File: src/common/scr_ram_defs.svh
// Depth, width, round count and LFSR macros for the scrambled RAM
`ifndef SCR_RAM_DEFS_SVH
`define SCR_RAM_DEFS_SVH

////////////////////
// Memory geometry
////////////////////

// Number of words in the memory macro
`define SCR_DEPTH 256
// Word address width, log2 of the depth
`define SCR_ADDR_W 8
// Bus data width and its byte lanes
`define SCR_DATA_W 32
`define SCR_BYTES 4

////////////////////
// Cipher setup
////////////////////

// One PRINCE style block and its key
`define SCR_BLOCK_W 64
`define SCR_KEY_W 128
// Half rounds on each side of the halfway register
`define SCR_CIPHER_HALF_ROUNDS 2
// Substitution/permutation rounds inside each byte
`define SCR_DIFF_ROUNDS 2
// Substitution/permutation rounds on the row address
`define SCR_ADDR_ROUNDS 2

////////////////////
// Init LFSR
////////////////////

// Fibonacci LFSR, x^8 + x^6 + x^5 + x^4 + 1
`define SCR_LFSR_W 8
`define SCR_LFSR_TAPS 8'hB8

`endif

File: src/common/scr_ram_pkg.sv
// Scrambled RAM types, nonce union, S-box and bit interleave functions
`include "scr_ram_defs.svh"

package scr_ram_pkg;

  typedef logic [`SCR_ADDR_W-1:0]  addr_t;
  typedef logic [`SCR_DATA_W-1:0]  data_t;
  typedef logic [`SCR_BYTES-1:0]   be_t;
  typedef logic [`SCR_KEY_W-1:0]   key_t;
  typedef logic [`SCR_BLOCK_W-1:0] block_t;
  typedef logic [`SCR_LFSR_W-1:0]  lfsr_t;

  // Upper nonce bits key the address map, the rest seed the counter block
  typedef struct packed {
    logic [`SCR_ADDR_W-1:0]               addr_key;
    logic [`SCR_BLOCK_W-`SCR_ADDR_W-1:0] data_nonce;
  } nonce_s;

  typedef union packed {
    block_t raw;
    nonce_s fields;
  } nonce_u;

  // PRINCE S-box, entry 0 sits in the lowest nibble
  localparam logic [15:0][3:0] SBOX4     = 64'h4D5E087619CA23FB;
  localparam logic [15:0][3:0] SBOX4_INV = 64'h1CE5046A98DF237B;

  function automatic logic [3:0] sbox4(logic [3:0] d);
    return SBOX4[d];
  endfunction

  function automatic logic [3:0] sbox4_inv(logic [3:0] d);
    return SBOX4_INV[d];
  endfunction

  // Even bits gather in the lower half and odd bits in the upper half
  // Only the lowest w bits take part, w must be even
  function automatic block_t perm_bits(block_t d, int unsigned w);
    block_t o;
    o = '0;
    for (int unsigned i = 0; i < w / 2; i++) begin
      o[i]         = d[2*i];
      o[w/2 + i]   = d[2*i + 1];
    end
    return o;
  endfunction

  // Undo the interleave, lower half back to even and upper half to odd bits
  function automatic block_t perm_bits_inv(block_t d, int unsigned w);
    block_t o;
    o = '0;
    for (int unsigned i = 0; i < w / 2; i++) begin
      o[2*i]     = d[i];
      o[2*i + 1] = d[w/2 + i];
    end
    return o;
  endfunction

endpackage

File: src/rtl/addr_scrambler.sv
// Keyed bijective substitution/permutation network on the row address
`include "scr_ram_defs.svh"

module addr_scrambler (
  input  scr_ram_pkg::addr_t addr_i,
  input  scr_ram_pkg::addr_t key_i,
  output scr_ram_pkg::addr_t addr_o
);

  import scr_ram_pkg::*;

  addr_t  a;
  block_t p;

  // Key XOR, nibble S-boxes and interleave are each invertible,
  // so every logical word lands on its own row
  always_comb begin
    a = addr_i;
    for (int r = 0; r < `SCR_ADDR_ROUNDS; r++) begin
      a = a ^ key_i;
      for (int n = 0; n < `SCR_ADDR_W / 4; n++) begin
        a[4*n +: 4] = sbox4(a[4*n +: 4]);
      end
      p = perm_bits(block_t'(a), `SCR_ADDR_W);
      a = p[`SCR_ADDR_W-1:0];
    end
    addr_o = a;
  end

endmodule

File: config.mk
export PLATFORM = sky130hd
export DESIGN_NAME = addr_scrambler
export DESIGN_NICKNAME = d
export VERILOG_FILES = /design/src/common/scr_ram_pkg.sv /design/src/rtl/addr_scrambler.sv
export VERILOG_INCLUDE_DIRS = /design/src /design/src/common
export SDC_FILE = /design/constraint.sdc
export NUM_CORES = 1
export LEC_CHECK = 0
export BUFFER_PORTS_ARGS = -buffer_cell sky130_fd_sc_hd__clkbuf_2
export CORE_UTILIZATION = 40
export DETAILED_ROUTE_END_ITERATION = 16
export GPL_ROUTABILITY_DRIVEN = 0
export GPL_TIMING_DRIVEN = 0
export PLACE_DENSITY_LB_ADDON = 0.2
export SYNTH_ARGS = -nofsm -noshare
export SYNTH_HDL_FRONTEND = slang
export SYNTH_SLANG_ARGS = --single-unit
File: constraint.sdc
create_clock -name vclk -period 4.18
set_input_delay 0.627 -clock vclk [all_inputs]
set_output_delay 0.627 -clock vclk [all_outputs]
set_load 0.02 [all_outputs]
# After elaboration in Yosys (flattened, before gate mapping)
# Memory sizes are Yosys's and may differ from the RTL's.
# Cells that the tools add are included.
[op_classes]
muxes = 4
n_eq_ne = 0
multipliers = 0
n_bitwise = 2
reduce_logical = 0
n_addsub = 0
n_shift = 0
n_lt_le_gt_ge = 4
div = 0
[ops]
columns = ["operator", "n"]
rows = [
  ["4-bit by 5-bit less-than comparator with 1-bit output (second input constant)", 4],
  ["4-bit two-way mux", 4],
  ["8-bit bitwise XOR", 2],
]
[word_totals]
reg_bits = 0
mem_bits_rw = 0
n_memories = 4
out_inout_bits = 8
latchBits = 0
romBits = 256
in_bits = 16
elab_cells = 14
[mem_list]
columns = ["name", "depth", "width", "read_ports", "rd_clocked_by_memory_dff", "wr", "line_no", "rtl"]
rows = [
  ["(name not given)", 16, 4, 1, 0, 0, "scr_ram_pkg.sv:29", "return SBOX4[d];"],
  ["(name not given)", 16, 4, 1, 0, 0, "scr_ram_pkg.sv:29", ""],
  ["(name not given)", 16, 4, 1, 0, 0, "scr_ram_pkg.sv:29", ""],
  ["(name not given)", 16, 4, 1, 0, 0, "scr_ram_pkg.sv:29", ""],
]

# Logic depth before layout (Yosys ltp)
[depth]
depth_word = 6
ltp_mapped = 10
mapped_depth_nobuf = 10

# Least setup slack after synthesis
# OpenSTA, ideal clock, no wires.
[synth_timing]
path_kind = "input port to output port"
start = "in addr_i[1]"
end = "out addr_o[0]"
arrival_time_ps = 2885
setup_slack_ps = 668
required_time_ps = 3553
stages = 10
path_cell_list = "xnor2_1 inv_1 ha_1 mux4_1 xor2_1 inv_1 ha_1 a31oi_1 a21oi_1 mux2i_1"
[synth_between]
elab_chain_cells = 6
[synth_lines]
columns = ["element", "line_no", "rtl"]
rows = [
  ["start, declared", "addr_scrambler.sv:5", "input scr_ram_pkg::addr_t addr_i,"],
  ["8-bit bitwise XOR", "addr_scrambler.sv:20", "a = a ^ key_i;"],
  ["memory read 16 x 4 bit", "n/a", ""],
  ["4-bit two-way mux (not written as such)", "scr_ram_pkg.sv:29", ""],
  ["8-bit bitwise XOR", "addr_scrambler.sv:20", ""],
  ["memory read 16 x 4 bit", "n/a", ""],
  ["4-bit two-way mux (not written as such)", "scr_ram_pkg.sv:29", ""],
  ["end, declared", "addr_scrambler.sv:7", "output scr_ram_pkg::addr_t addr_o"],
]
# Every way passes these cells. The select of a mux whose other input is x is not followed.

# Worst setup path in the final report
[layout_timing]
start = "in key_i[1]"
end = "out addr_o[2]"
[layout_between]
elab_chain_cells = 6
[layout_lines]
columns = ["element", "line_no", "rtl"]
rows = [
  ["start, declared", "addr_scrambler.sv:6", "input scr_ram_pkg::addr_t key_i,"],
  ["8-bit bitwise XOR", "addr_scrambler.sv:20", ""],
  ["memory read 16 x 4 bit", "n/a", ""],
  ["4-bit two-way mux (not written as such)", "scr_ram_pkg.sv:29", ""],
  ["8-bit bitwise XOR", "addr_scrambler.sv:20", ""],
  ["memory read 16 x 4 bit", "n/a", ""],
  ["4-bit two-way mux (not written as such)", "scr_ram_pkg.sv:29", ""],
]
# Every way passes these cells. The select of a mux whose other input is x is not followed.

==> summary.md <==
| Metric | Value |
|---|---|
| Peak supply drop | `0.1210 mV` |
| Post-Place Cells | `150` |
| Critical Path AT | `3250 ps` |
| GR Overflow Total | `0` |
| Final-report max-slew violation count | `0` |
| Row cnt | `16` |
| Port bufs | `24` |
| Tcrit/Tclk final | `92.76%` |
| P_leak | `0.0005291 uW` |
| DR vias | `765` |
| Largest net degree at the start of global routing | `9` |
| Total wire length | `1684 um` |
| Core area | `0.002042 mm^2` |
| Flip-flop and latch count | `0` |
| Startpoint Class | `input port` |
| Fillers | `205` |
| Global-route wire length before repair | `3049 um` |
| Worst-margin pin slew | `578.4 ps` |
| Seq/Total Area, Yosys | `0%` |
| Max Fanout on Critical Path | `6` |
| Synth-to-Final Area Change | `17.16%` |
| Reg area | `0 um^2` |
| Die span in y | `49.36 um` |
| Ratio of cells with drive above 1 in the final layout | `35.77%` |
| Top-Level Pins | `24` |
| Highest routed layer | `met3` |
| Setup Crit Path Kind | `in -> out` |
| Routed wl met2 | `759 um` |
| Residual DRC | `0` |
| # hold bufs at CTS | `0` |
| Gr usage total | `15.01%` |
| Die area | `0.002436 mm^2` |
| Clock buffers | `0` |
| Met3 wire length | `49 um` |
| Ys Warns | `0` |
| Final cell count without fillers | `150` |
| Final hold viol count | `0` |
| Iteration-0 DRC Markers | `8` |
| Antenna Nets Post-Route | `0` |
| Post_cts resized | `0` |
| Cells after Synth | `99` |
| Syn avg cell area | `9.062 um^2` |
| Multi-input gate area | `848.3 um^2` |
| F_max | `257.9 MHz` |
| Post-CTS Setup Inserts | `0` |
| Final setup vio count | `0` |
| Final design utilization | `51.47%` |
| Cell variety after synth | `42` |
| Antenna Cells | `0` |
| Status | `finished, final reports clean` |
| Metal-1 WL | `876 um` |
| Hold_ws | `1849 ps` |
| Worst hold path type | `in -> out` |
| Initial antenna violation count | `0` |
| Period minus WS final | `3877 ps` |
| Starting Density | `43.93%` |
| DR WL/cell | `11.23 um` |
| Synthesized net count | `131` |
| Chip Width | `49.36 um` |
| RSZ-0062 raised after global routing | `no` |
| Element type at the critical path end | `output pin` |
| PwrDens | `249.7 mW/mm^2` |
| Setup TNS | `0 ps` |
| Nets | `157` |
| Total Power | `262.5 uW` |
| WP data required | `3550 ps` |
| Vias in the first global route | `720` |
| TritonRoute pass-1 iters | `4` |
| Max-Slew Margin vs Limit | `61.09%` |
| Maxcap violations | `0` |
| DP HPWL | `1464 um` |
| Mapped Area | `897.1 um^2` |
| Vias per cell | `5.100` |
-- kinds of logic after synthesis --
logic type,share of synthesized area (%)
xor gates and xnor gates,18.13
muxes,22.46
adders and majority gates,22.31
and+or+nand+nor,16.46
AOI/OAI and AO/OA,15.20
buffers and inverters,5.440
-- routing by layer --
layer,up-vias,global-route usage (%)
met5,-,0
met4,0,0
met3,0,0
met2,14,26.03
met1,347,21.91
li1,404,-
-- cell usage after synthesis (2+ instances only) --
library cell	count	area (um^2)
xor2_1	5	43.79
inv_1	10	37.54
ha_1	16	200.2
mux2i_2	2	27.53
nand2b_1	2	12.51
or2b_2	2	17.52
mux4_2	2	45.04
o21a_1	2	15.01
nand3_1	4	20.02
inv_2	3	11.26
and3b_1	2	17.52
a21oi_1	2	10.01
xnor2_1	3	26.28
xor2_2	3	48.80
nand2_1	3	11.26
nor2_1	2	7.510
mux2_2	2	22.52
o211ai_1	2	15.01
a31oi_1	2	12.51
mux2i_1	8	80.08
-- report_power, final --
group,internal [uW],switching (uW),total (uW)
combinational,110,152,262
clock,0,0,0
sequential,0,0,0
-- path summary, 6_finish.rpt --
check,startpoint,end,slack (ps),cells past startpoint
worst max-delay path,key_i[1],addr_o[2],300,10
worst min-delay path,key_i[0],addr_o[5],1850,5
-- area by class of cell --
class              instances  share of cell area (%)
multi-input cells         86                   80.71
repair buffers            24                   11.43
well taps                 27                   3.214
inverters                 13                   4.643
-- through the flow --
stage                     instance area, um^2  setup slack [ps]
after floorplan                         897.1             668.0
after global placement                   1051             338.1
after detailed placement                 1051             296.5
after CTS                                1051             288.1
after global routing                     1051             40.38
final                                    1051             302.8
-- critical path, stage by stage --
cell	delay, ps
clkbuf_2	110
xnor2_1	390
inv_1	160
ha_1	220
mux4_2	480
xor2_2	240
ha_1	280
o31a_1	300
a221o_1	290
clkbuf_2	150
-- placed cells by master (no fill, tap or decap), drive strengths merged, types with 2 or more instances in the layout --
cell	n
clkbuf	24
mux4	3
or2b	2
and3b	2
nor2	3
ha	16
o21a	2
and2	2
o21ai	2
xor2	9
mux2i	10
nand3	4
nand2	3
a21oi	2
a31oi	2
xnor2	4
o211ai	2
mux2	2
inv	13
nand2b	2
Note: power is estimated with default switching activity, not from simulation.
