--- src/common/scr_ram_defs.svh ---
// Depth, width, round count and LFSR macros for the scrambled RAM
`ifndef SCR_RAM_DEFS_SVH
`define SCR_RAM_DEFS_SVH

////////////////////
// Memory geometry
////////////////////

// Number of words in the memory macro
`define SCR_DEPTH 256
// Word address width, log2 of the depth
`define SCR_ADDR_W 8
// Bus data width and its byte lanes
`define SCR_DATA_W 32
`define SCR_BYTES 4

////////////////////
// Cipher setup
////////////////////

// One PRINCE style block and its key
`define SCR_BLOCK_W 64
`define SCR_KEY_W 128
// Half rounds on each side of the halfway register
`define SCR_CIPHER_HALF_ROUNDS 2
// Substitution/permutation rounds inside each byte
`define SCR_DIFF_ROUNDS 2
// Substitution/permutation rounds on the row address
`define SCR_ADDR_ROUNDS 2

////////////////////
// Init LFSR
////////////////////

// Fibonacci LFSR, x^8 + x^6 + x^5 + x^4 + 1
`define SCR_LFSR_W 8
`define SCR_LFSR_TAPS 8'hB8

`endif

--- src/common/scr_ram_pkg.sv ---
// Scrambled RAM types, nonce union, S-box and bit interleave functions
`include "scr_ram_defs.svh"

package scr_ram_pkg;

  typedef logic [`SCR_ADDR_W-1:0]  addr_t;
  typedef logic [`SCR_DATA_W-1:0]  data_t;
  typedef logic [`SCR_BYTES-1:0]   be_t;
  typedef logic [`SCR_KEY_W-1:0]   key_t;
  typedef logic [`SCR_BLOCK_W-1:0] block_t;
  typedef logic [`SCR_LFSR_W-1:0]  lfsr_t;

  // Upper nonce bits key the address map, the rest seed the counter block
  typedef struct packed {
    logic [`SCR_ADDR_W-1:0]               addr_key;
    logic [`SCR_BLOCK_W-`SCR_ADDR_W-1:0] data_nonce;
  } nonce_s;

  typedef union packed {
    block_t raw;
    nonce_s fields;
  } nonce_u;

  // PRINCE S-box, entry 0 sits in the lowest nibble
  localparam logic [15:0][3:0] SBOX4     = 64'h4D5E087619CA23FB;
  localparam logic [15:0][3:0] SBOX4_INV = 64'h1CE5046A98DF237B;

  function automatic logic [3:0] sbox4(logic [3:0] d);
    return SBOX4[d];
  endfunction

  function automatic logic [3:0] sbox4_inv(logic [3:0] d);
    return SBOX4_INV[d];
  endfunction

  // Even bits gather in the lower half and odd bits in the upper half
  // Only the lowest w bits take part, w must be even
  function automatic block_t perm_bits(block_t d, int unsigned w);
    block_t o;
    o = '0;
    for (int unsigned i = 0; i < w / 2; i++) begin
      o[i]         = d[2*i];
      o[w/2 + i]   = d[2*i + 1];
    end
    return o;
  endfunction

  // Undo the interleave, lower half back to even and upper half to odd bits
  function automatic block_t perm_bits_inv(block_t d, int unsigned w);
    block_t o;
    o = '0;
    for (int unsigned i = 0; i < w / 2; i++) begin
      o[2*i]     = d[i];
      o[2*i + 1] = d[w/2 + i];
    end
    return o;
  endfunction

endpackage

--- src/scr_ram/data_scrambler.sv ---
// Write path keystream XOR plus byte diffusion, read path inverse diffusion plus XOR
`include "scr_ram_defs.svh"

module data_scrambler (
  input  scr_ram_pkg::data_t wdata_i,
  input  scr_ram_pkg::data_t rdata_scr_i,
  input  scr_ram_pkg::data_t keystream_i,
  output scr_ram_pkg::data_t wdata_scr_o,
  output scr_ram_pkg::data_t rdata_plain_o
);

  import scr_ram_pkg::*;

  localparam int ByteW = `SCR_DATA_W / `SCR_BYTES;

  // Diffusion stays inside a byte so that byte enables keep working
  function automatic logic [ByteW-1:0] diffuse(logic [ByteW-1:0] d);
    logic [ByteW-1:0] s;
    block_t           p;
    s = d;
    for (int r = 0; r < `SCR_DIFF_ROUNDS; r++) begin
      for (int n = 0; n < ByteW / 4; n++) begin
        s[4*n +: 4] = sbox4(s[4*n +: 4]);
      end
      p = perm_bits(block_t'(s), ByteW);
      s = p[ByteW-1:0];
    end
    return s;
  endfunction

  // Same rounds run backwards with the inverse layers
  function automatic logic [ByteW-1:0] undiffuse(logic [ByteW-1:0] d);
    logic [ByteW-1:0] s;
    block_t           p;
    s = d;
    for (int r = 0; r < `SCR_DIFF_ROUNDS; r++) begin
      p = perm_bits_inv(block_t'(s), ByteW);
      s = p[ByteW-1:0];
      for (int n = 0; n < ByteW / 4; n++) begin
        s[4*n +: 4] = sbox4_inv(s[4*n +: 4]);
      end
    end
    return s;
  endfunction

  // Keystream goes first on writes so that on reads it can come last,
  // which hides the cipher's second half behind the SRAM access
  always_comb begin
    for (int b = 0; b < `SCR_BYTES; b++) begin
      wdata_scr_o[b*ByteW +: ByteW] =
          diffuse(wdata_i[b*ByteW +: ByteW] ^ keystream_i[b*ByteW +: ByteW]);
      rdata_plain_o[b*ByteW +: ByteW] =
          undiffuse(rdata_scr_i[b*ByteW +: ByteW]) ^ keystream_i[b*ByteW +: ByteW];
    end
  end

endmodule

--- config.mk ---
export PLATFORM = sky130hd
export DESIGN_NAME = data_scrambler
export DESIGN_NICKNAME = d
export VERILOG_FILES = /design/src/common/scr_ram_pkg.sv /design/src/scr_ram/data_scrambler.sv
export VERILOG_INCLUDE_DIRS = /design/src /design/src/common
export SDC_FILE = /design/constraint.sdc
export NUM_CORES = 1
export LEC_CHECK = 0
export BUFFER_PORTS_ARGS = -buffer_cell sky130_fd_sc_hd__buf_2
export CAP_MARGIN = 5
export CORE_ASPECT_RATIO = 1.2
export CORE_UTILIZATION = 30
export DETAILED_ROUTE_END_ITERATION = 10
export GPL_TIMING_DRIVEN = 0
export MAX_ROUTING_LAYER = met4
export PLACE_DENSITY_LB_ADDON = 0.12
export SLEW_MARGIN = 20
export SYNTH_ARGS = -nofsm -noshare
export SYNTH_HDL_FRONTEND = slang
export SYNTH_SLANG_ARGS = --single-unit
export TNS_END_PERCENT = 5
--- constraint.sdc ---
create_clock -name vclk -period 6.4
set_input_delay 1.28 -clock vclk [all_inputs]
set_output_delay 1.28 -clock vclk [all_outputs]
set_load 0.01 [all_outputs]
* Yosys cells after proc, flatten, opt, wreduce, memory -nomap -nowiden
Memory sizes are Yosys's and may differ from the RTL's.
Cells that the tools add are included.
W data, S select, Z words.
** Operators by class
- Magnitude comparators :: 32
- Multiplexer cells :: 32
- Bitwise gates (word level) :: 8
** Operator list (count)
- $lt A4 B5 Y1 const B :: 32
- $mux W4 :: 32
- $xor A8 B8 Y8 :: 8
** Word-level totals
- Register bits after elaboration :: 0
- Memory bits (read-only) :: 2048
- Bits of input ports :: 96
- Memories :: 32
** Memories
- (name not given) :: depth 16, bits a word 4, read ports 1, clocked after memory_dff 0, write ports 0, line scr_ram_pkg.sv:33 : return SBOX4_INV[d];
- (name not given) :: depth 16, bits a word 4, read ports 1, clocked after memory_dff 0, write ports 0, line scr_ram_pkg.sv:33
- (name not given) :: depth 16, bits a word 4, read ports 1, clocked after memory_dff 0, write ports 0, line scr_ram_pkg.sv:33
- (name not given) :: depth 16, bits a word 4, read ports 1, clocked after memory_dff 0, write ports 0, line scr_ram_pkg.sv:33
- (name not given) :: depth 16, bits a word 4, read ports 1, clocked after memory_dff 0, write ports 0, line scr_ram_pkg.sv:29 : return SBOX4[d];
- (name not given) :: depth 16, bits a word 4, read ports 1, clocked after memory_dff 0, write ports 0, line scr_ram_pkg.sv:29
- +26 memories

* Depth between registers and ports, before layout
- Depth in word-level cells :: 5
- Gate-level depth with buffers :: 11

* Worst setup path after synthesis
OpenSTA, ideal clock, no wires.
- Path type :: input to output
- From :: input port wdata_i[25]
- To :: output port wdata_scr_o[31]
- Arrival :: 3334 ps
- Data required time :: 5120 ps
- Setup slack :: 1786 ps
- Cell stages on the path :: 8
- Path buffers :: 0
- Path through :: xor2_1 > inv_2 > ha_1 > or2_2 > mux4_2 > ha_1 > mux2_1 > mux2i_1
** Between the ends
- Longest elaborated chain between the ends :: 5
** Ends and longest elaborated chain
- from (decl) :: line data_scrambler.sv:5 : input scr_ram_pkg::data_t wdata_i,
- $xor A8 B8 Y8 :: line data_scrambler.sv:51 : diffuse(wdata_i[b*ByteW +: ByteW] ^ keystream_i[b*ByteW +: ByteW]);
- $mem_v2 Z16 W4
- $mux W4 (not written as such) :: line scr_ram_pkg.sv:29
- $mem_v2 Z16 W4
- $mux W4 (not written as such) :: line scr_ram_pkg.sv:29
- to (decl) :: line data_scrambler.sv:8 : output scr_ram_pkg::data_t wdata_scr_o,
No other way between the ends. The select of a mux whose other input is x is not followed.

* Worst setup path after layout
- From :: input port keystream_i[25]
- To :: output port wdata_scr_o[31]
** Between the ends
- Longest elaborated chain between the ends :: 5
** Ends and longest elaborated chain
- from (decl) :: line data_scrambler.sv:7 : input scr_ram_pkg::data_t keystream_i,
- $xor A8 B8 Y8 :: line data_scrambler.sv:51
- $mem_v2 Z16 W4
- $mux W4 (not written as such) :: line scr_ram_pkg.sv:29
- $mem_v2 Z16 W4
- $mux W4 (not written as such) :: line scr_ram_pkg.sv:29
No other way between the ends. The select of a mux whose other input is x is not followed.

==> results.json <==
{
  "dr_wl_met3_um": 353,
  "layout-drive-gt1-share": 0.267,
  "cellPowerDensity_nw_per_um2": 132,
  "switching_power_uw": 477,
  "netlist_top_cells_count": "ha_1, inv_1, mux2i_1",
  "yosysWarnings": 0,
  "grt_pass1_vias": 4658,
  "drc_errors": 0,
  "arrival_ns": 3.66,
  "hold_depth": 3,
  "synth_simple_gate_area_frac": 0.112,
  "num_vias": 4858,
  "routed_wl_mm": 11.6,
  "p_sw_frac": 0.548,
  "placementRows": 54,
  "min_path_type": "input pin to primary output",
  "holdWs_ns": 2.85,
  "maxSlewHeadroom": 0.577,
  "leakage_nw": 3.59,
  "worst_setup_path_start_kind": "input pin",
  "grt_overflow": 0,
  "worst_pin_slew_ns": 0.628,
  "pwr-share-comb": 1.000,
  "seq_area_um2": 0,
  "drtIter0Drc": 141,
  "setup_viol_count_final": 0,
  "start_util": 0.308,
  "final_max_slew_viol_count": 0,
  "design_area_um2": 6620,
  "drtPass1Iterations": 4,
  "min-delay-start": "keystream_i[16]",
  "grt_max_degree": 11,
  "muxShareOfSynthArea": 0.236,
  "finalCritPeriodShare": 0.772,
  "met1_length_mm": 5.59,
  "nFlopsAndLatches": 0,
  "p_seq_frac": 0,
  "grt_antenna_before_repair": 0,
  "grt_use_total": 0.121,
  "hold_end": "rdata_plain_o[16]",
  "synth_most_common_cell": "ha_1",
  "min_period_ns": 4.94,
  "critical_path_class": "input pin to primary output",
  "synth_area_leaders": "ha_1, mux2i_1, inv_1",
  "ios": 160,
  "hold_viol_final": 0,
  "port_buffers": 145,
  "synth_top_area_share": 0.317,
  "die_w_um": 127,
  "hpwl_mm": 10.3,
  "synth_cells": 675,
  "p_int_uw": 394,
  "synth.distinct_cells": 52,
  "synth_compound_area_frac": 0.135,
  "top_layer": "met4",
  "area_delta_synth_final_pct": 17.9,
  "synth_top_family_by_area": "adder cells",
  "viasPerCell": 4.65,
  "drtAntennaViolNets": 0,
  "end_kind": "primary output",
  "critical_path.max_fanout": 5,
  "globalplace.congestion": 0.760,
  "grt_first_pass_wirelength_mm": 20.1,
  "postCtsResizedCells": 0,
  "pwr-share-clk": 0,
  "netlist_area_um2": 5610,
  "synth_nets": 913,
  "synth_xor_xnor_area_share": 0.118,
  "syn_area_per_cell_um2": 8.31,
  "placed_area_um2": 6620,
  "nClkBuffers": 0,
  "num_antenna_cells": 0,
  "yosysSeqAreaShare": 0,
  "fmax_ghz": 0.202,
  "finalSetupTns_ns": 0,
  "rsz0062_at_grt": "no",
  "core_area_um2": 18200,
  "crit_required_ns": 5.12,
  "met2_length_mm": 5.68,
  "cts-hold-fix-buffers": 0,
  "ir_worst_vdd_mv": 0.0477,
  "synth_fa_ha_area_frac": 0.317,
  "wl_per_cell_um": 11.1,
  "status": "completed",
  "drv_cap": 0,
  "synth_top_area_cell": "ha_1",
  "die_y_um": 152,
  "postCtsSetupBuffers": 0,
  "fin_nets": 1060,
  "dieArea_um2": 19300
}
how the worst max path moves through the flow:
stage                    start         endpoint  slack, ns
2_1_floorplan      wdata_i[25]  wdata_scr_o[31]       1.79
3_3_place_gp   keystream_i[25]  wdata_scr_o[26]       1.42
3_5_place_dp   keystream_i[25]  wdata_scr_o[31]       1.42
4_1_cts            wdata_i[25]  wdata_scr_o[31]       1.42
5_1_grt        keystream_i[25]  wdata_scr_o[31]       1.24
6_report       keystream_i[25]  wdata_scr_o[31]       1.46
metrics by stage:
step / total power [mW] / worst slack (ns) / utilization / std cells
after detailed placement: 0.883 / 1.42 / 0.363 / 1044
after global routing: 0.985 / 1.24 / 0.363 / 1044
after floorplan: 0.621 / 1.79 / - / 675
after CTS: 0.887 / 1.42 / 0.363 / 1044
final: 0.871 / 1.46 / 0.363 / 1044
after global placement: 0.884 / 1.42 / 0.363 / 1044
layout make-up:
cell class | instances | area, µm²
Multi-Input combinational cell | 555 | 5150
Tap cell | 224 | 280
Fill cell | 1974 | 11600
Buffer | 16 | 71.3
Timing Repair Buffer | 145 | 726
Inverter | 104 | 390
cells by family (layout without fill, tap and decap cells):
group	after synthesis	after routing
simple gates	122	122
xor+xnor	67	67
compound gates	114	114
mux	110	110
buf+inv	120	265
fa+ha+maj	142	142
layout by cell type (no fill, tap or decap), drive strengths merged, types with 4 or more instances in the layout:
cell type,netlist,routed
nor3,22,22
o21ai,30,30
inv,104,104
mux4,15,15
xor2,39,39
o21a,10,10
a21o,8,8
o211ai,6,6
nand2b,7,7
mux2i,75,75
nand3b,6,6
nand3,11,11
a22oi,5,5
nor2b,4,4
ha,142,142
buf,9,154
clkbuf,7,7
xnor2,28,28
nor2,30,30
mux2,20,20
or2,6,6
a21oi,36,36
nand2,24,24
and3b,6,6
critical path, stage by stage:
cell and delay, ns:
buf_2 0.10, xor2_1 0.36, inv_2 0.12, ha_1 0.21, or2_2 0.28, mux4_2 0.52
ha_1 0.23, mux2_1 0.28, mux2i_1 0.11, buf_2 0.16
power groups by stage:
stage	clock, mW	combinational (mW)	sequential (mW)
2_1_floorplan	0	0.621	0
3_3_place_gp	0	0.884	0
3_5_place_dp	0	0.883	0
4_1_cts	0	0.887	0
5_1_grt	0	0.985	0
6_report	0	0.871	0
routing by layer:
layer,vias up,global-route usage
met5,-,-
met4,0,0.00227
met3,2,0.00211
met2,105,0.227
met1,2165,0.151
li1,2586,-
No activity file was read; power rests on OpenSTA's default activity.
