File: src/common/scr_ram_defs.svh
// Depth, width, round count and LFSR macros for the scrambled RAM
`ifndef SCR_RAM_DEFS_SVH
`define SCR_RAM_DEFS_SVH

////////////////////
// Memory geometry
////////////////////

// Number of words in the memory macro
`define SCR_DEPTH 256
// Word address width, log2 of the depth
`define SCR_ADDR_W 8
// Bus data width and its byte lanes
`define SCR_DATA_W 32
`define SCR_BYTES 4

////////////////////
// Cipher setup
////////////////////

// One PRINCE style block and its key
`define SCR_BLOCK_W 64
`define SCR_KEY_W 128
// Half rounds on each side of the halfway register
`define SCR_CIPHER_HALF_ROUNDS 2
// Substitution/permutation rounds inside each byte
`define SCR_DIFF_ROUNDS 2
// Substitution/permutation rounds on the row address
`define SCR_ADDR_ROUNDS 2

////////////////////
// Init LFSR
////////////////////

// Fibonacci LFSR, x^8 + x^6 + x^5 + x^4 + 1
`define SCR_LFSR_W 8
`define SCR_LFSR_TAPS 8'hB8

`endif

File: src/common/scr_ram_pkg.sv
// Scrambled RAM types, nonce union, S-box and bit interleave functions
`include "scr_ram_defs.svh"

package scr_ram_pkg;

  typedef logic [`SCR_ADDR_W-1:0]  addr_t;
  typedef logic [`SCR_DATA_W-1:0]  data_t;
  typedef logic [`SCR_BYTES-1:0]   be_t;
  typedef logic [`SCR_KEY_W-1:0]   key_t;
  typedef logic [`SCR_BLOCK_W-1:0] block_t;
  typedef logic [`SCR_LFSR_W-1:0]  lfsr_t;

  // Upper nonce bits key the address map, the rest seed the counter block
  typedef struct packed {
    logic [`SCR_ADDR_W-1:0]               addr_key;
    logic [`SCR_BLOCK_W-`SCR_ADDR_W-1:0] data_nonce;
  } nonce_s;

  typedef union packed {
    block_t raw;
    nonce_s fields;
  } nonce_u;

  // PRINCE S-box, entry 0 sits in the lowest nibble
  localparam logic [15:0][3:0] SBOX4     = 64'h4D5E087619CA23FB;
  localparam logic [15:0][3:0] SBOX4_INV = 64'h1CE5046A98DF237B;

  function automatic logic [3:0] sbox4(logic [3:0] d);
    return SBOX4[d];
  endfunction

  function automatic logic [3:0] sbox4_inv(logic [3:0] d);
    return SBOX4_INV[d];
  endfunction

  // Even bits gather in the lower half and odd bits in the upper half
  // Only the lowest w bits take part, w must be even
  function automatic block_t perm_bits(block_t d, int unsigned w);
    block_t o;
    o = '0;
    for (int unsigned i = 0; i < w / 2; i++) begin
      o[i]         = d[2*i];
      o[w/2 + i]   = d[2*i + 1];
    end
    return o;
  endfunction

  // Undo the interleave, lower half back to even and upper half to odd bits
  function automatic block_t perm_bits_inv(block_t d, int unsigned w);
    block_t o;
    o = '0;
    for (int unsigned i = 0; i < w / 2; i++) begin
      o[2*i]     = d[i];
      o[2*i + 1] = d[w/2 + i];
    end
    return o;
  endfunction

endpackage

File: src/scr_ram/keystream_gen.sv
// Reduced-round PRINCE style block cipher with a halfway register for the CTR keystream
`include "scr_ram_defs.svh"

module keystream_gen (
  input  logic                clk_i,
  input  logic                rst_ni,
  input  logic                valid_i,
  input  scr_ram_pkg::block_t block_i,
  input  scr_ram_pkg::key_t   key_i,
  output scr_ram_pkg::block_t keystream_o
);

  import scr_ram_pkg::*;

  localparam int Nibbles = `SCR_BLOCK_W / 4;

  // PRINCE round constants, the mirrored half adds alpha on top
  localparam block_t RC [5] = '{
    64'h0000000000000000,
    64'h13198a2e03707344,
    64'ha4093822299f31d0,
    64'h082efa98ec4e6c89,
    64'h452821e638d01377
  };
  localparam block_t Alpha = 64'hc0ac29b7c97c50dd;

  block_t k0;
  block_t k1;
  block_t k0_prime;
  block_t fwd;
  block_t half_q;
  block_t bwd;

  // Whitening key, core key and the derived output whitening key
  assign k0       = key_i[`SCR_KEY_W-1 -: `SCR_BLOCK_W];
  assign k1       = key_i[`SCR_BLOCK_W-1:0];
  assign k0_prime = {k0[0], k0[`SCR_BLOCK_W-1:1]} ^ (k0 >> (`SCR_BLOCK_W - 1));

  ////////////////////
  // Forward half
  ////////////////////

  always_comb begin
    fwd = block_i ^ k0;
    for (int r = 0; r < `SCR_CIPHER_HALF_ROUNDS; r++) begin
      fwd = fwd ^ k1 ^ RC[r];
      for (int n = 0; n < Nibbles; n++) begin
        fwd[4*n +: 4] = sbox4(fwd[4*n +: 4]);
      end
      fwd = perm_bits(fwd, `SCR_BLOCK_W);
    end
  end

  // Holds its value on idle cycles so a delayed write still sees its keystream
  always_ff @(posedge clk_i or negedge rst_ni) begin
    if (!rst_ni) begin
      half_q <= '0;
    end else if (valid_i) begin
      half_q <= fwd;
    end
  end

  ////////////////////
  // Mirrored half
  ////////////////////

  // The key is static, so it goes straight into the second half
  always_comb begin
    bwd = half_q;
    for (int r = `SCR_CIPHER_HALF_ROUNDS - 1; r >= 0; r--) begin
      bwd = perm_bits_inv(bwd, `SCR_BLOCK_W);
      for (int n = 0; n < Nibbles; n++) begin
        bwd[4*n +: 4] = sbox4_inv(bwd[4*n +: 4]);
      end
      bwd = bwd ^ k1 ^ RC[r] ^ Alpha;
    end
    keystream_o = bwd ^ k0_prime;
  end

endmodule

File: config.mk
export PLATFORM = sky130hd
export DESIGN_NAME = keystream_gen
export DESIGN_NICKNAME = d
export VERILOG_FILES = /design/src/common/scr_ram_pkg.sv /design/src/scr_ram/keystream_gen.sv
export VERILOG_INCLUDE_DIRS = /design/src /design/src/common
export SDC_FILE = /design/constraint.sdc
export NUM_CORES = 1
export LEC_CHECK = 0
export CAP_MARGIN = 20
export CORE_ASPECT_RATIO = 1.2
export CORE_MARGIN = 8
export CORE_UTILIZATION = 60
export DETAILED_ROUTE_END_ITERATION = 8
export DONT_BUFFER_PORTS = 1
export GPL_ROUTABILITY_DRIVEN = 0
export PLACE_DENSITY = 0.75
export SLEW_MARGIN = 30
export SYNTH_ARGS = -nofsm -noshare
export SYNTH_HDL_FRONTEND = slang
export SYNTH_SLANG_ARGS = --single-unit
File: constraint.sdc
create_clock -name clk_i -period 3.9 [get_ports clk_i]
set_clock_uncertainty 0.05 [all_clocks]
set_input_delay 0.585 -clock clk_i [delete_from_list [all_inputs] [get_ports clk_i]]
set_output_delay 0.585 -clock clk_i [all_outputs]
set_load 0.01 [all_outputs]
# After elaboration in Yosys (flattened, before gate mapping)

Memory sizes are Yosys's and may differ from the RTL's. A register that Yosys moved wholly into a read port is not among the register bits.
Cells that the tools add are included.

Bits in registers: 0
Output and inout bits: 64
Word-level logic and storage cells: 187
Bits in read-only memories: 4096
Memories kept: 64

Memories:

| memory           | words | width | rd ports | clocked after Yosys merged registers in | write ports | line              | source |
|---|---|---|---|---|---|---|---|
| (no name shown)  | 16    | 4     | 1        | 0                                       | 0           | scr_ram_pkg.sv:33 | `return SBOX4_INV[d];` |
| (no name shown)  | 16    | 4     | 1        | 0                                       | 0           | scr_ram_pkg.sv:33 |  |
| (no name shown)  | 16    | 4     | 1        | 0                                       | 0           | scr_ram_pkg.sv:33 |  |
| (no name shown)  | 16    | 4     | 1        | 0                                       | 0           | scr_ram_pkg.sv:33 |  |
| (no name shown)  | 16    | 4     | 1        | 0                                       | 0           | scr_ram_pkg.sv:33 |  |
| (no name shown)  | 16    | 4     | 1        | 0                                       | 0           | scr_ram_pkg.sv:33 |  |
| 58 more memories | --    | --    | --       | --                                      | --          | --                |  |

Reductions and logical operators: 16
Bitwise logic cells: 11
Multiplexer cells: 48
Magnitude comparators: 48

Operator list:

| cell                                                        | count |
|---|---|
| bitwise XOR 64 bit                                          | 6 |
| less-than comparator 4 x 5 -> 1 bit (second input constant) | 48 |
| 2-to-1 mux 4 bit                                            | 48 |
| inverter 32 bit                                             | 2 |
| bitwise XOR 64 x 1 -> 64 bit                                | 1 |
| inverter 25 bit                                             | 2 |
| zero test 1 bit                                             | 16 |

# Depth between registers and ports, before layout

Depth in word-level cells: 10
Gate-level depth with buffers: 14

# Worst setup path after synthesis

Ideal clock, no wire load.

Path type: reg-to-output
Start: reg half_q[60]
End: out keystream_o[54]
Stages on the path, launching flop included: 9
Path slack: 635 ps
Data arrival time: 2630 ps
Path buffers: 0
Cells stage by stage: dfrtp_1 inv_1 ha_1 mux4_2 xnor2_1 inv_1 ha_1 mux4_2 xnor2_1

Word-level cells in the longest chain between the ends: 7

Ends and longest elaborated chain:

| element                                | line                | source |
|---|---|---|
| start: declaration                     | keystream_gen.sv:31 | `block_t half_q;` |
| memory (16 x 4 bit)                    | --                  |  |
| 2-to-1 mux 4 bit (not written as such) | scr_ram_pkg.sv:33   |  |
| bitwise XOR 64 bit                     | keystream_gen.sv:75 | `bwd = bwd ^ k1 ^ RC[r] ^ Alpha;` |
| memory (16 x 4 bit)                    | --                  |  |
| 2-to-1 mux 4 bit (not written as such) | scr_ram_pkg.sv:33   |  |
| bitwise XOR 64 bit                     | keystream_gen.sv:75 |  |
| bitwise XOR 64 bit                     | keystream_gen.sv:77 | `keystream_o = bwd ^ k0_prime;` |
| end: declaration                       | keystream_gen.sv:10 | `output scr_ram_pkg::block_t keystream_o` |

Every way passes these cells. The select of a mux whose other input is x is not followed.

# Final worst setup path

Ends and elaborated chain as after synthesis.

==> results.cfg <==
[hold_path]
hp-class = in -> async

[cts]
cts_made_buffers = 9
h-tree-depth = 3
cts_tree = built
clk_pin_slew_worst_paths_ns = 0.05
post_cts_buffers = 0
clockRootBuffer = clkbuf_16
insertion_delay_ns = 0.34
cts_sinks = 64
cts_buffer_depth = 2

[floorplan]
die_w_um = 159
die_area_um2 = 29800
ios = 259
rows = 62
die_h_um = 187
core_um2 = 24000
initial_core_util_pct = 61.3

[job]
max_cap_violations = 0

[global_routing]
grt_pass1_vias = 11369
antenna_found_initial = 0
grt_first_pass_wirelength_mm = 56.0
grt_util_all_layers_pct = 22.6
overflow = 0
grt_max_degree = 98

[critical_path]
cpMaxStageDelayCell = mux4_2
critical_path_class = reg -> out
slowest_delay_ns = 0.54
cp-start-kind = flip-flop
arrival_ns = 3.11
worstPathCellList = inv_1 -> ha_1 -> mux4_2 -> xnor2_4 -> inv_1 -> ha_1 -> mux4_2 -> xnor2_1
required_ns = 3.26
path_max_fanout = 5
crit_path_end_kind = output port

[pwr]
p_switching_mw = 6.50
p_per_area_nw_per_um2 = 817
seqPwrFrac_pct = 11.7
share_comb_of_total_power_pct = 81.0
peakVddDrop_uv = 631
p_int_mw = 6.01
p_leak_nw = 7.38
swShare_pct = 52.0
p_clk_share_pct = 7.3

[yosys]
syn_nets = 2096
synthMostInstantiatedCell = ha_1
synth_cell_type_count = 70
async_reset_ff_share_pct = 100
ys_seq_area_share_pct = 10.9
synth_top_area_share_pct = 20.6
avgSynthCellArea_um2 = 8.86
synthFlopType = dfrtp_1
synthTopCellsByCount = ha_1, xnor2_1, inv_1
synth_seq_cells = 64
synthCells = 1659
synth_area_um2 = 14700
yosysWarnings = 0
synth-edff-count = 0
synth_area_leader_cell = ha_1
synth_area_leaders = ha_1, xnor2_1, dfrtp_1

[placed_design]
dp_cells = 1928
io_buffers = 0
dp_hpwl_mm = 29.0

[sta]
rsz0062_at_grt = false
fmax_mhz = 267
fin_crit_sh_pct = 96.1
hold_violations = 0
slew_violations = 0
tightestPinTransition_ns = 0.688
tns_ns = 0
setup_violations = 0
min_period_ns = 3.75
relSlewSlack_pct = 53.8

[finish]
largest_reg_flops = 64
final_util_pct = 63.9
nets = 2057
regMostFlops = half_q
stdcell_count = 1945
syn_to_final_growth_pct = 4.15
num_antenna_cells = 0
reg_top3 = half_q: 64 flops
drive_above_1_share_pct = 5.54

[route]
postRouteAntennaNets = 0
vias_per_cell = 5.71
drc = 0
drt_iter0_drc = 439
post_drt_wl_per_cell_um = 17.7
vias = 11107
drt-total-wl_mm = 34.5
firstDrtPassIters = 5

[status]
status = finished clean
==> critical path: cells and delay by family (launching register included) <==
family	cells	cell delay, ns
xor gates and xnor gates	2	0.55
buffers and inverters	2	0.24
muxes	2	1.01
DFF	1	0.41
adders and majority gates	2	0.58
==> metrics by stage <==
step / setup WS (ns) / hold WS, ns / instance area [µm²] / total power, mW
global route: 0.00976 / 0.0845 / 15300 / 13.8
floorplan: 0.635 / 0.239 / 14700 / 9.71
global placement: 0.418 / 0.242 / 14900 / 11.2
finish: 0.152 / 0.0650 / 15300 / 12.5
detailed placement: 0.294 / 0.242 / 14900 / 11.5
CTS: 0.0901 / 0.0789 / 15300 / 12.5
==> cell families after synthesis <==
kind of cell    after synthesis  synth area share, %
xor+xnor                    346                 25.7
compound gates              310                 12.8
simple gates                267                 8.51
buf+inv                     246                 6.53
fa+ha+maj                   243                 20.7
mux                         183                 14.9
flops                        64                 10.9
==> layout by cell type, fill, tap and decap left out, drive strengths merged, types with 22 or more instances in the layout <==
master and instances:
mux4 26, inv 192, mux2i 139, ha 242
nor2 74, nor3 40, nand2 78, o211ai 22
o21ai 117, xor2 81, xor3 29, dfrtp 64
nand2b 27, a21oi 80, xnor2 217
==> path summary, 6_finish.rpt <==
kind | slack, ns | endpoint | from | cells after the start
worst max-delay path | 0.15 | keystream_o[54] | half_q[60] | 8
min in group clk_i | 0.28 | half_q[33] | valid_i | 1
max in group asynchronous | 3.43 | half_q[18] | rst_ni | 1
worst min register to register | 0.52 | half_q[30] | half_q[30] | 2
worst min-delay path | 0.06 | half_q[60] | rst_ni | 1
worst max register to register | 2.90 | half_q[63] | half_q[63] | 1
==> metal layers <==
metal | routed length [µm] | GRT usage, % | vias up | share of wire (%)
met5 | 0 | 0 | - | 0
met4 | 1210 | 9.30 | 0 | 3.5
met3 | 1700 | 5.15 | 56 | 4.9
met2 | 18100 | 42.5 | 206 | 52
met1 | 13500 | 23.6 | 5285 | 39
li1 | - | - | 5560 | -
==> timing repair <==
item,CTS,global route
pin swaps,0,1
setup endpoints to repair,1,11
gates cloned,0,0
hold buffers,1,0
endpoints found under the hold margin,64,0
gates resized for setup,1,8
==> layout make-up <==
| type | count | area [µm²] |
|---|---|---|
| multi-input cells | 1349 | 12200 |
| fillers | 1971 | 8660 |
| flip-flops and latches | 64 | 1600 |
| inverters | 192 | 721 |
| well taps | 320 | 400 |
| clock buffers | 14 | 274 |
| clock inverters | 2 | 60.1 |
| repair buffers | 4 | 50.0 |
==> power groups by stage <==
stage          logic [mW]  registers [mW]  clock network, mW
2_1_floorplan        8.59            1.12                  0
3_3_place_gp         9.73            1.45                  0
3_5_place_dp         10.0            1.46                  0
4_1_cts              10.1            1.45              0.940
5_1_grt              11.3            1.53              0.973
6_report             10.1            1.46              0.917
No activity file was read; power rests on OpenSTA's default activity.
