### config.mk
export PLATFORM = sky130hd
export DESIGN_NAME = write_hold
export DESIGN_NICKNAME = d
export VERILOG_FILES = /design/src/common/scr_ram_pkg.sv /design/src/scr_ram/write_hold.sv
export VERILOG_INCLUDE_DIRS = /design/src /design/src/common
export SDC_FILE = /design/constraint.sdc
export NUM_CORES = 1
export LEC_CHECK = 0
export ABC_CLOCK_PERIOD_IN_PS = 4400
export BUFFER_PORTS_ARGS = -buffer_cell sky130_fd_sc_hd__buf_2
export CORE_MARGIN = 5
export CORE_UTILIZATION = 46
export DETAILED_ROUTE_END_ITERATION = 12
export PLACE_DENSITY = 0.83
export SYNTH_ARGS = -nofsm -noshare
export SYNTH_HDL_FRONTEND = slang
export SYNTH_SLANG_ARGS = --single-unit
### constraint.sdc
create_clock -name clk_i -period 4.4 [get_ports clk_i]
set_clock_uncertainty 0.15 [all_clocks]
set_input_delay 0.44 -clock clk_i [delete_from_list [all_inputs] [get_ports clk_i]]
set_output_delay 0.44 -clock clk_i [all_outputs]
set_load 0.05 [all_outputs]
### src/common/scr_ram_defs.svh
// Depth, width, round count and LFSR macros for the scrambled RAM
`ifndef SCR_RAM_DEFS_SVH
`define SCR_RAM_DEFS_SVH

////////////////////
// Memory geometry
////////////////////

// Number of words in the memory macro
`define SCR_DEPTH 256
// Word address width, log2 of the depth
`define SCR_ADDR_W 8
// Bus data width and its byte lanes
`define SCR_DATA_W 32
`define SCR_BYTES 4

////////////////////
// Cipher setup
////////////////////

// One PRINCE style block and its key
`define SCR_BLOCK_W 64
`define SCR_KEY_W 128
// Half rounds on each side of the halfway register
`define SCR_CIPHER_HALF_ROUNDS 2
// Substitution/permutation rounds inside each byte
`define SCR_DIFF_ROUNDS 2
// Substitution/permutation rounds on the row address
`define SCR_ADDR_ROUNDS 2

////////////////////
// Init LFSR
////////////////////

// Fibonacci LFSR, x^8 + x^6 + x^5 + x^4 + 1
`define SCR_LFSR_W 8
`define SCR_LFSR_TAPS 8'hB8

`endif

### src/common/scr_ram_pkg.sv
// Scrambled RAM types, nonce union, S-box and bit interleave functions
`include "scr_ram_defs.svh"

package scr_ram_pkg;

  typedef logic [`SCR_ADDR_W-1:0]  addr_t;
  typedef logic [`SCR_DATA_W-1:0]  data_t;
  typedef logic [`SCR_BYTES-1:0]   be_t;
  typedef logic [`SCR_KEY_W-1:0]   key_t;
  typedef logic [`SCR_BLOCK_W-1:0] block_t;
  typedef logic [`SCR_LFSR_W-1:0]  lfsr_t;

  // Upper nonce bits key the address map, the rest seed the counter block
  typedef struct packed {
    logic [`SCR_ADDR_W-1:0]               addr_key;
    logic [`SCR_BLOCK_W-`SCR_ADDR_W-1:0] data_nonce;
  } nonce_s;

  typedef union packed {
    block_t raw;
    nonce_s fields;
  } nonce_u;

  // PRINCE S-box, entry 0 sits in the lowest nibble
  localparam logic [15:0][3:0] SBOX4     = 64'h4D5E087619CA23FB;
  localparam logic [15:0][3:0] SBOX4_INV = 64'h1CE5046A98DF237B;

  function automatic logic [3:0] sbox4(logic [3:0] d);
    return SBOX4[d];
  endfunction

  function automatic logic [3:0] sbox4_inv(logic [3:0] d);
    return SBOX4_INV[d];
  endfunction

  // Even bits gather in the lower half and odd bits in the upper half
  // Only the lowest w bits take part, w must be even
  function automatic block_t perm_bits(block_t d, int unsigned w);
    block_t o;
    o = '0;
    for (int unsigned i = 0; i < w / 2; i++) begin
      o[i]         = d[2*i];
      o[w/2 + i]   = d[2*i + 1];
    end
    return o;
  endfunction

  // Undo the interleave, lower half back to even and upper half to odd bits
  function automatic block_t perm_bits_inv(block_t d, int unsigned w);
    block_t o;
    o = '0;
    for (int unsigned i = 0; i < w / 2; i++) begin
      o[2*i]     = d[i];
      o[2*i + 1] = d[w/2 + i];
    end
    return o;
  endfunction

endpackage

### src/scr_ram/write_hold.sv
// Grant and strobes, delayed and pending write registers, collision detect, forwarding mux
`include "scr_ram_defs.svh"

module write_hold (
  input  logic               clk_i,
  input  logic               rst_ni,
  input  logic               req_i,
  input  logic               write_i,
  input  logic               key_valid_i,
  input  logic               init_active_i,
  input  scr_ram_pkg::addr_t addr_i,
  input  scr_ram_pkg::data_t wdata_i,
  input  scr_ram_pkg::be_t   be_i,
  input  scr_ram_pkg::data_t wdata_scr_i,
  input  scr_ram_pkg::data_t rdata_plain_i,
  output logic               gnt_o,
  output logic               rvalid_o,
  output scr_ram_pkg::data_t rdata_o,
  output logic               read_en_o,
  output logic               macro_req_o,
  output logic               macro_write_o,
  output scr_ram_pkg::addr_t macro_addr_o,
  output scr_ram_pkg::be_t   macro_be_o,
  output scr_ram_pkg::data_t macro_wdata_o,
  output scr_ram_pkg::data_t wdata_q_o
);

  import scr_ram_pkg::*;

  localparam int ByteW = `SCR_DATA_W / `SCR_BYTES;

  logic  read_en;
  logic  write_en_d;
  logic  write_en_q;
  logic  write_pending_q;
  logic  write_pending_d;
  logic  rw_collision;
  logic  addr_collision_d;
  logic  addr_collision_q;
  logic  rvalid_q;
  addr_t waddr_q;
  be_t   be_q;
  data_t wdata_q;
  data_t wdata_scr_q;

  ////////////////////
  // Strobes
  ////////////////////

  // No grant while the key is missing or the fill owns the port
  assign gnt_o      = req_i & key_valid_i & ~init_active_i;
  assign read_en    = gnt_o & ~write_i;
  assign read_en_o  = read_en;
  // Every fill cycle is a write as well
  assign write_en_d = (gnt_o & write_i) | init_active_i;

  // Writes go to the macro one cycle late, and only when no read wants it
  assign macro_req_o   = read_en | write_en_q | write_pending_q;
  assign macro_write_o = (write_en_q | write_pending_q) & ~read_en;
  assign rw_collision  = write_en_q & read_en;

  // A read takes the bus address, otherwise the held write address goes out
  assign macro_addr_o = read_en ? addr_i : waddr_q;
  assign macro_be_o   = be_q;

  // The cipher has moved on once a read cut in, so use the saved scrambled word
  assign macro_wdata_o = write_pending_q ? wdata_scr_q : wdata_scr_i;
  assign wdata_q_o     = wdata_q;

  // Read that hits the write still waiting for the macro
  assign addr_collision_d = read_en & (write_en_q | write_pending_q) & (addr_i == waddr_q);

  // Drop the flag once the write lands, raise it when a read pushes it back
  assign write_pending_d = macro_write_o ? 1'b0 :
                           rw_collision  ? 1'b1 :
                                           write_pending_q;

  ////////////////////
  // Forwarding mux
  ////////////////////

  assign rvalid_o = rvalid_q;

  always_comb begin
    rdata_o = '0;
    if (rvalid_q) begin
      rdata_o = rdata_plain_i;
    end
    // Bytes still in flight win over the stale memory word
    if (addr_collision_q) begin
      for (int b = 0; b < `SCR_BYTES; b++) begin
        if (be_q[b]) begin
          rdata_o[b*ByteW +: ByteW] = wdata_q[b*ByteW +: ByteW];
        end
      end
    end
  end

  ////////////////////
  // Registers
  ////////////////////

  always_ff @(posedge clk_i or negedge rst_ni) begin
    if (!rst_ni) begin
      write_en_q       <= 1'b0;
      write_pending_q  <= 1'b0;
      addr_collision_q <= 1'b0;
      rvalid_q         <= 1'b0;
    end else begin
      write_en_q       <= write_en_d;
      write_pending_q  <= write_pending_d;
      addr_collision_q <= addr_collision_d;
      rvalid_q         <= read_en;
    end
  end

  // Write payload, only loaded by a new write or by a collision
  always_ff @(posedge clk_i) begin
    if (write_en_d) begin
      waddr_q <= addr_i;
      be_q    <= be_i;
      wdata_q <= wdata_i;
    end
    if (rw_collision) begin
      wdata_scr_q <= wdata_scr_i;
    end
  end

endmodule

== Word level (Yosys, flattened, before mapping) ==
Index checks and enable logic that the tools add are counted.

* Output and inout bits: 113
* Memory bits (writable): 0
* Bits in registers: 80
* Bits in read-only memories: 0
* Bits in latches: 0
* Word-level logic and storage cells: 35
* Input port bits: 114
* Memories: 0

* Multiply operators: 0
* Add/subtract/negate cells: 0
* Div/mod/pow operators: 0
* Mux-type cells: 10
* Order comparisons: 0
* Reductions and logical operators: 1
* Shift operators: 0
* Eq/ne operators: 1
* Bitwise gates (word level): 15

{| class="wikitable"
|+ Operators by type and width
! cell !! count
|-
| 32-bit 2-to-1 mux || 3
|-
| 8-bit 2-to-1 mux || 5
|-
| 1-bit AND || 8
|-
| 8-bit equality test || 1
|-
| 1-bit OR || 4
|-
| 1-bit NOT || 3
|-
| 1-bit 2-to-1 mux || 2
|-
| 2-bit nonzero test || 1
|}

== Depth between registers and ports, before layout ==
* Depth after elaboration: 6
* Mapped depth: 5
* Depth with buffers taken out: 4

== Least setup slack after synthesis ==
OpenSTA, ideal clock, no wires.

* Kind: register to output
* Start: reg be_q[1] (netlist: macro_be_o[1])
* End: out rdata_o[14]
* Stages on the path, launching flop included: 5
* Path slack: 1.566 ns
* Path buffers: 2
* Data required time: 3.810 ns
* Arrival: 2.244 ns
* Cells stage by stage: edfxtp_1 and2_1 clkbuf_1 buf_2 o21ai_0

* Longest elaborated chain between the ends: 2

{| class="wikitable"
|+ Ends and longest elaborated chain
! what !! RTL line !! text
|-
| start, declared || write_hold.sv:42 || <nowiki>be_t be_q;</nowiki>
|-
| start signal, assigned || write_hold.sv:121 || <nowiki>be_q <= be_i;</nowiki>
|-
| 8-bit 2-to-1 mux || write_hold.sv:92 || <nowiki>if (be_q[b]) begin</nowiki>
|-
| 32-bit 2-to-1 mux || write_hold.sv:90 || <nowiki>if (addr_collision_q) begin</nowiki>
|-
| end, declared || write_hold.sv:18 || <nowiki>output scr_ram_pkg::data_t rdata_o,</nowiki>
|}

No other way between the ends.

== Final worst setup path ==
* Start: reg write_pending_q
* End: out macro_write_o

* Longest elaborated chain between the ends: 2

{| class="wikitable"
|+ Ends and longest elaborated chain
! what !! RTL line !! text
|-
| start, declared || write_hold.sv:35 || <nowiki>logic write_pending_q;</nowiki>
|-
| start signal, assigned || write_hold.sv:111 || <nowiki>write_pending_q <= write_pending_d;</nowiki>
|-
| 1-bit OR || write_hold.sv:59 || <nowiki>assign macro_write_o = (write_en_q | write_pending_q) & ~read_en;</nowiki>
|-
| 1-bit AND || write_hold.sv:59 ||
|-
| end, declared || write_hold.sv:21 || <nowiki>output logic macro_write_o,</nowiki>
|}

No other way between the ends.

==> reports/results.tsv <==
metric	value	unit
routability cong.	0.920	
Worst R2R Path Depth	2	
I/O Pins	227	
share of cells above drive strength 1	0.588	
Hold Path Class	in -> reg	
area growth from synthesis to layout	38.8	%
worst-margin pin slew	1260	ps
syn nets	371	
Critical Path RT	3810	ps
overall global routing resource usage	0.196	
port bufs	226	
Fin. Hold Viols	0	
Yosys reg bits	80	
post-synthesis sequential area ratio	0.678	
Routed WL per cell	16.9	µm
Final Max Slew Viols	0	
clock latency on the worst-skew pair	330	ps
Period minus WS final	2800	ps
initial DRC count	118	
Worst-path clk slew	70	ps
total number of vias	2884	
Mapped Avg Cell Area	13.7	µm²
pwr dens	374	nW/µm²
Worst Setup End Kind	primary output	
leakage power	0.00214	µW
clk sink count	80	
first-pass GRT wire length	14800	µm
synthesized area	3510	µm²
CTS resizes	0	
Max IR drop VDD	0.000269	V
worst reg2reg startpoint	write_pending_q	
H-tree depth	3	
HPWL Detailed	7820	µm
Syn Inst Count	257	
Slew headroom	0.159	
detail-routed via count per cell	4.96	
startpoint types	register	
WS Path Type	reg -> out	
grt total ovfl	0	
Hold EP	wdata_q_o[21]	
vias in the first global route	2934	
Die Width	97.4	µm
RSZ-0062 raised after global routing	no	
clock buffer count from CTS	9	
min-delay src	wdata_i[21]	
Tcrit/Tclk final	0.637	
Site Rows	31	
status	completed	
CTS tree	yes	
DRT antenna net count	0	
Core ar.	7330	µm²
hold depth	1	
final core occ	0.665	
initial antenna violation count	0	
post-synth cell types	17	
DRT Pass-1 Iters	6	
Final setup viols	0	
Worst R2R Setup Slack	2370	ps
Post-CTS Setup Inserts	0	
Fmax	0.357	GHz
wirelength, routed	9830	µm
max cap viols	0	
worst reg2reg path endpoint	addr_collision_q	
setup_tns	0	ps
Tot Pwr	1820	µW
Initial Util	0.479	
NumNets Final	594	
Max FO, Critical Path	33	
Hold WS	129	ps
Yosys Warn Count	0	
clk buf depth	2	
DIE HEIGHT	97.4	µm
CP arrival	2210	ps
DRC	0	
diodes inserted	0	
Root Driver	clkbuf_8	
largest net degree at the start of global routing	46	
die area	9480	µm²
==> cells by family after synthesis <==
| logic type | Yosys count | synth area share |
|---|---|---|
| flip-flops | 80 | 0.678 |
| AND/OR/NAND/NOR | 79 | 0.0923 |
| multiplexers | 40 | 0.136 |
| AO/OA/AOI/OAI | 33 | 0.0481 |
| buffers and inverters | 17 | 0.0256 |
| XOR/XNOR | 8 | 0.0200 |
==> per-layer routing <==
metal / GRT usage / part of all wire / up-vias
li1: - / - / 1370
met1: 0.216 / 0.37 / 1349
met2: 0.364 / 0.54 / 144
met3: 0.0495 / 0.070 / 21
met4: 0.0703 / 0.020 / 0
met5: 0 / 0 / -
==> state kept, by name (all words and copies together) (netlist names) <==
name	cells
waddr_q	8
write_pending_q	1
addr_collision_q	1
write_en_q	1
rvalid_o	1
wdata_q_o	32
macro_be_o	4
wdata_scr_q	32
==> stage by stage <==
step	std cells	area [µm²]	setup WS (ps)
global route	582	4870	1340
global placement	567	4690	2010
floorplan	257	3510	1570
detailed placement	567	4690	1930
CTS	582	4870	1550
finish	582	4870	1600
==> cells in the mapped netlist <==
| master | n | area (µm²) |
|---|---|---|
| nor4_1 | 1 | 6.26 |
| nand2_1 | 66 | 248 |
| clkbuf_1 | 8 | 30.0 |
| or3_4 | 1 | 11.3 |
| buf_12 | 1 | 20.0 |
| a31o_2 | 1 | 8.76 |
| dfrtp_1 | 4 | 100 |
| nand4_1 | 2 | 12.5 |
| xnor2_1 | 8 | 70.1 |
| clkinv_2 | 1 | 5.00 |
| buf_2 | 7 | 35.0 |
| and2_1 | 5 | 31.3 |
| mux2_2 | 33 | 372 |
| mux2_4 | 7 | 105 |
| edfxtp_1 | 76 | 2280 |
| nor2_1 | 4 | 15.0 |
| o21ai_0 | 32 | 160 |
==> cell usage in the layout, fill, tap and decap left out, drive strengths merged <==
| master | count |
|---|---|
| a31o | 1 |
| and2 | 5 |
| buf | 227 |
| bufinv | 1 |
| clkbuf | 9 |
| clkinv | 5 |
| dfrtp | 4 |
| dlygate4sd3 | 1 |
| edfxtp | 76 |
| mux2 | 40 |
| nand2 | 66 |
| nand4 | 2 |
| nor2 | 4 |
| nor4 | 1 |
| o21ai | 32 |
| or3 | 1 |
| xnor2 | 8 |
==> layout make-up <==
type	count	area, µm²
tap	99	124
timing repair buffer	228	1150
multi-input combinational	160	1040
clock inverter	5	50.0
inverter	1	5.00
fill	566	2460
clock buffer	9	124
sequential	80	2380
==> worst max path at each step <==
stage | slack (ps) | depth (start not counted) | startpoint | end
finish | 1600 | 3 | write_pending_q | macro_write_o
global route | 1340 | 3 | write_pending_q | macro_write_o
CTS | 1550 | 3 | write_pending_q | macro_write_o
detailed placement | 1930 | 3 | write_pending_q | macro_write_o
global placement | 2010 | 3 | write_pending_q | macro_write_o
floorplan | 1570 | 4 | macro_be_o[1] | rdata_o[14]
==> timing repair <==
action	in CTS	in global routing
setup endpoints to repair	0	0
hold buffers	1	0
hold endpoints to repair	4	0
==> worst max-delay path, cell delays in order, from the launching register on <==
cell,delay (ps)
dfrtp_1,1180
nor2_1,270
nor2_1,150
buf_2,270
==> where the power goes <==
part / internal (µW) / switching, µW / leakage [µW]
combinational: 113 / 304 / 0.00127
sequential: 885 / 28.2 / 0.000777
clock: 252 / 238 / 0.0000945
total: 1250 / 571 / 0.00214
No activity file was read; power rests on OpenSTA's default activity.
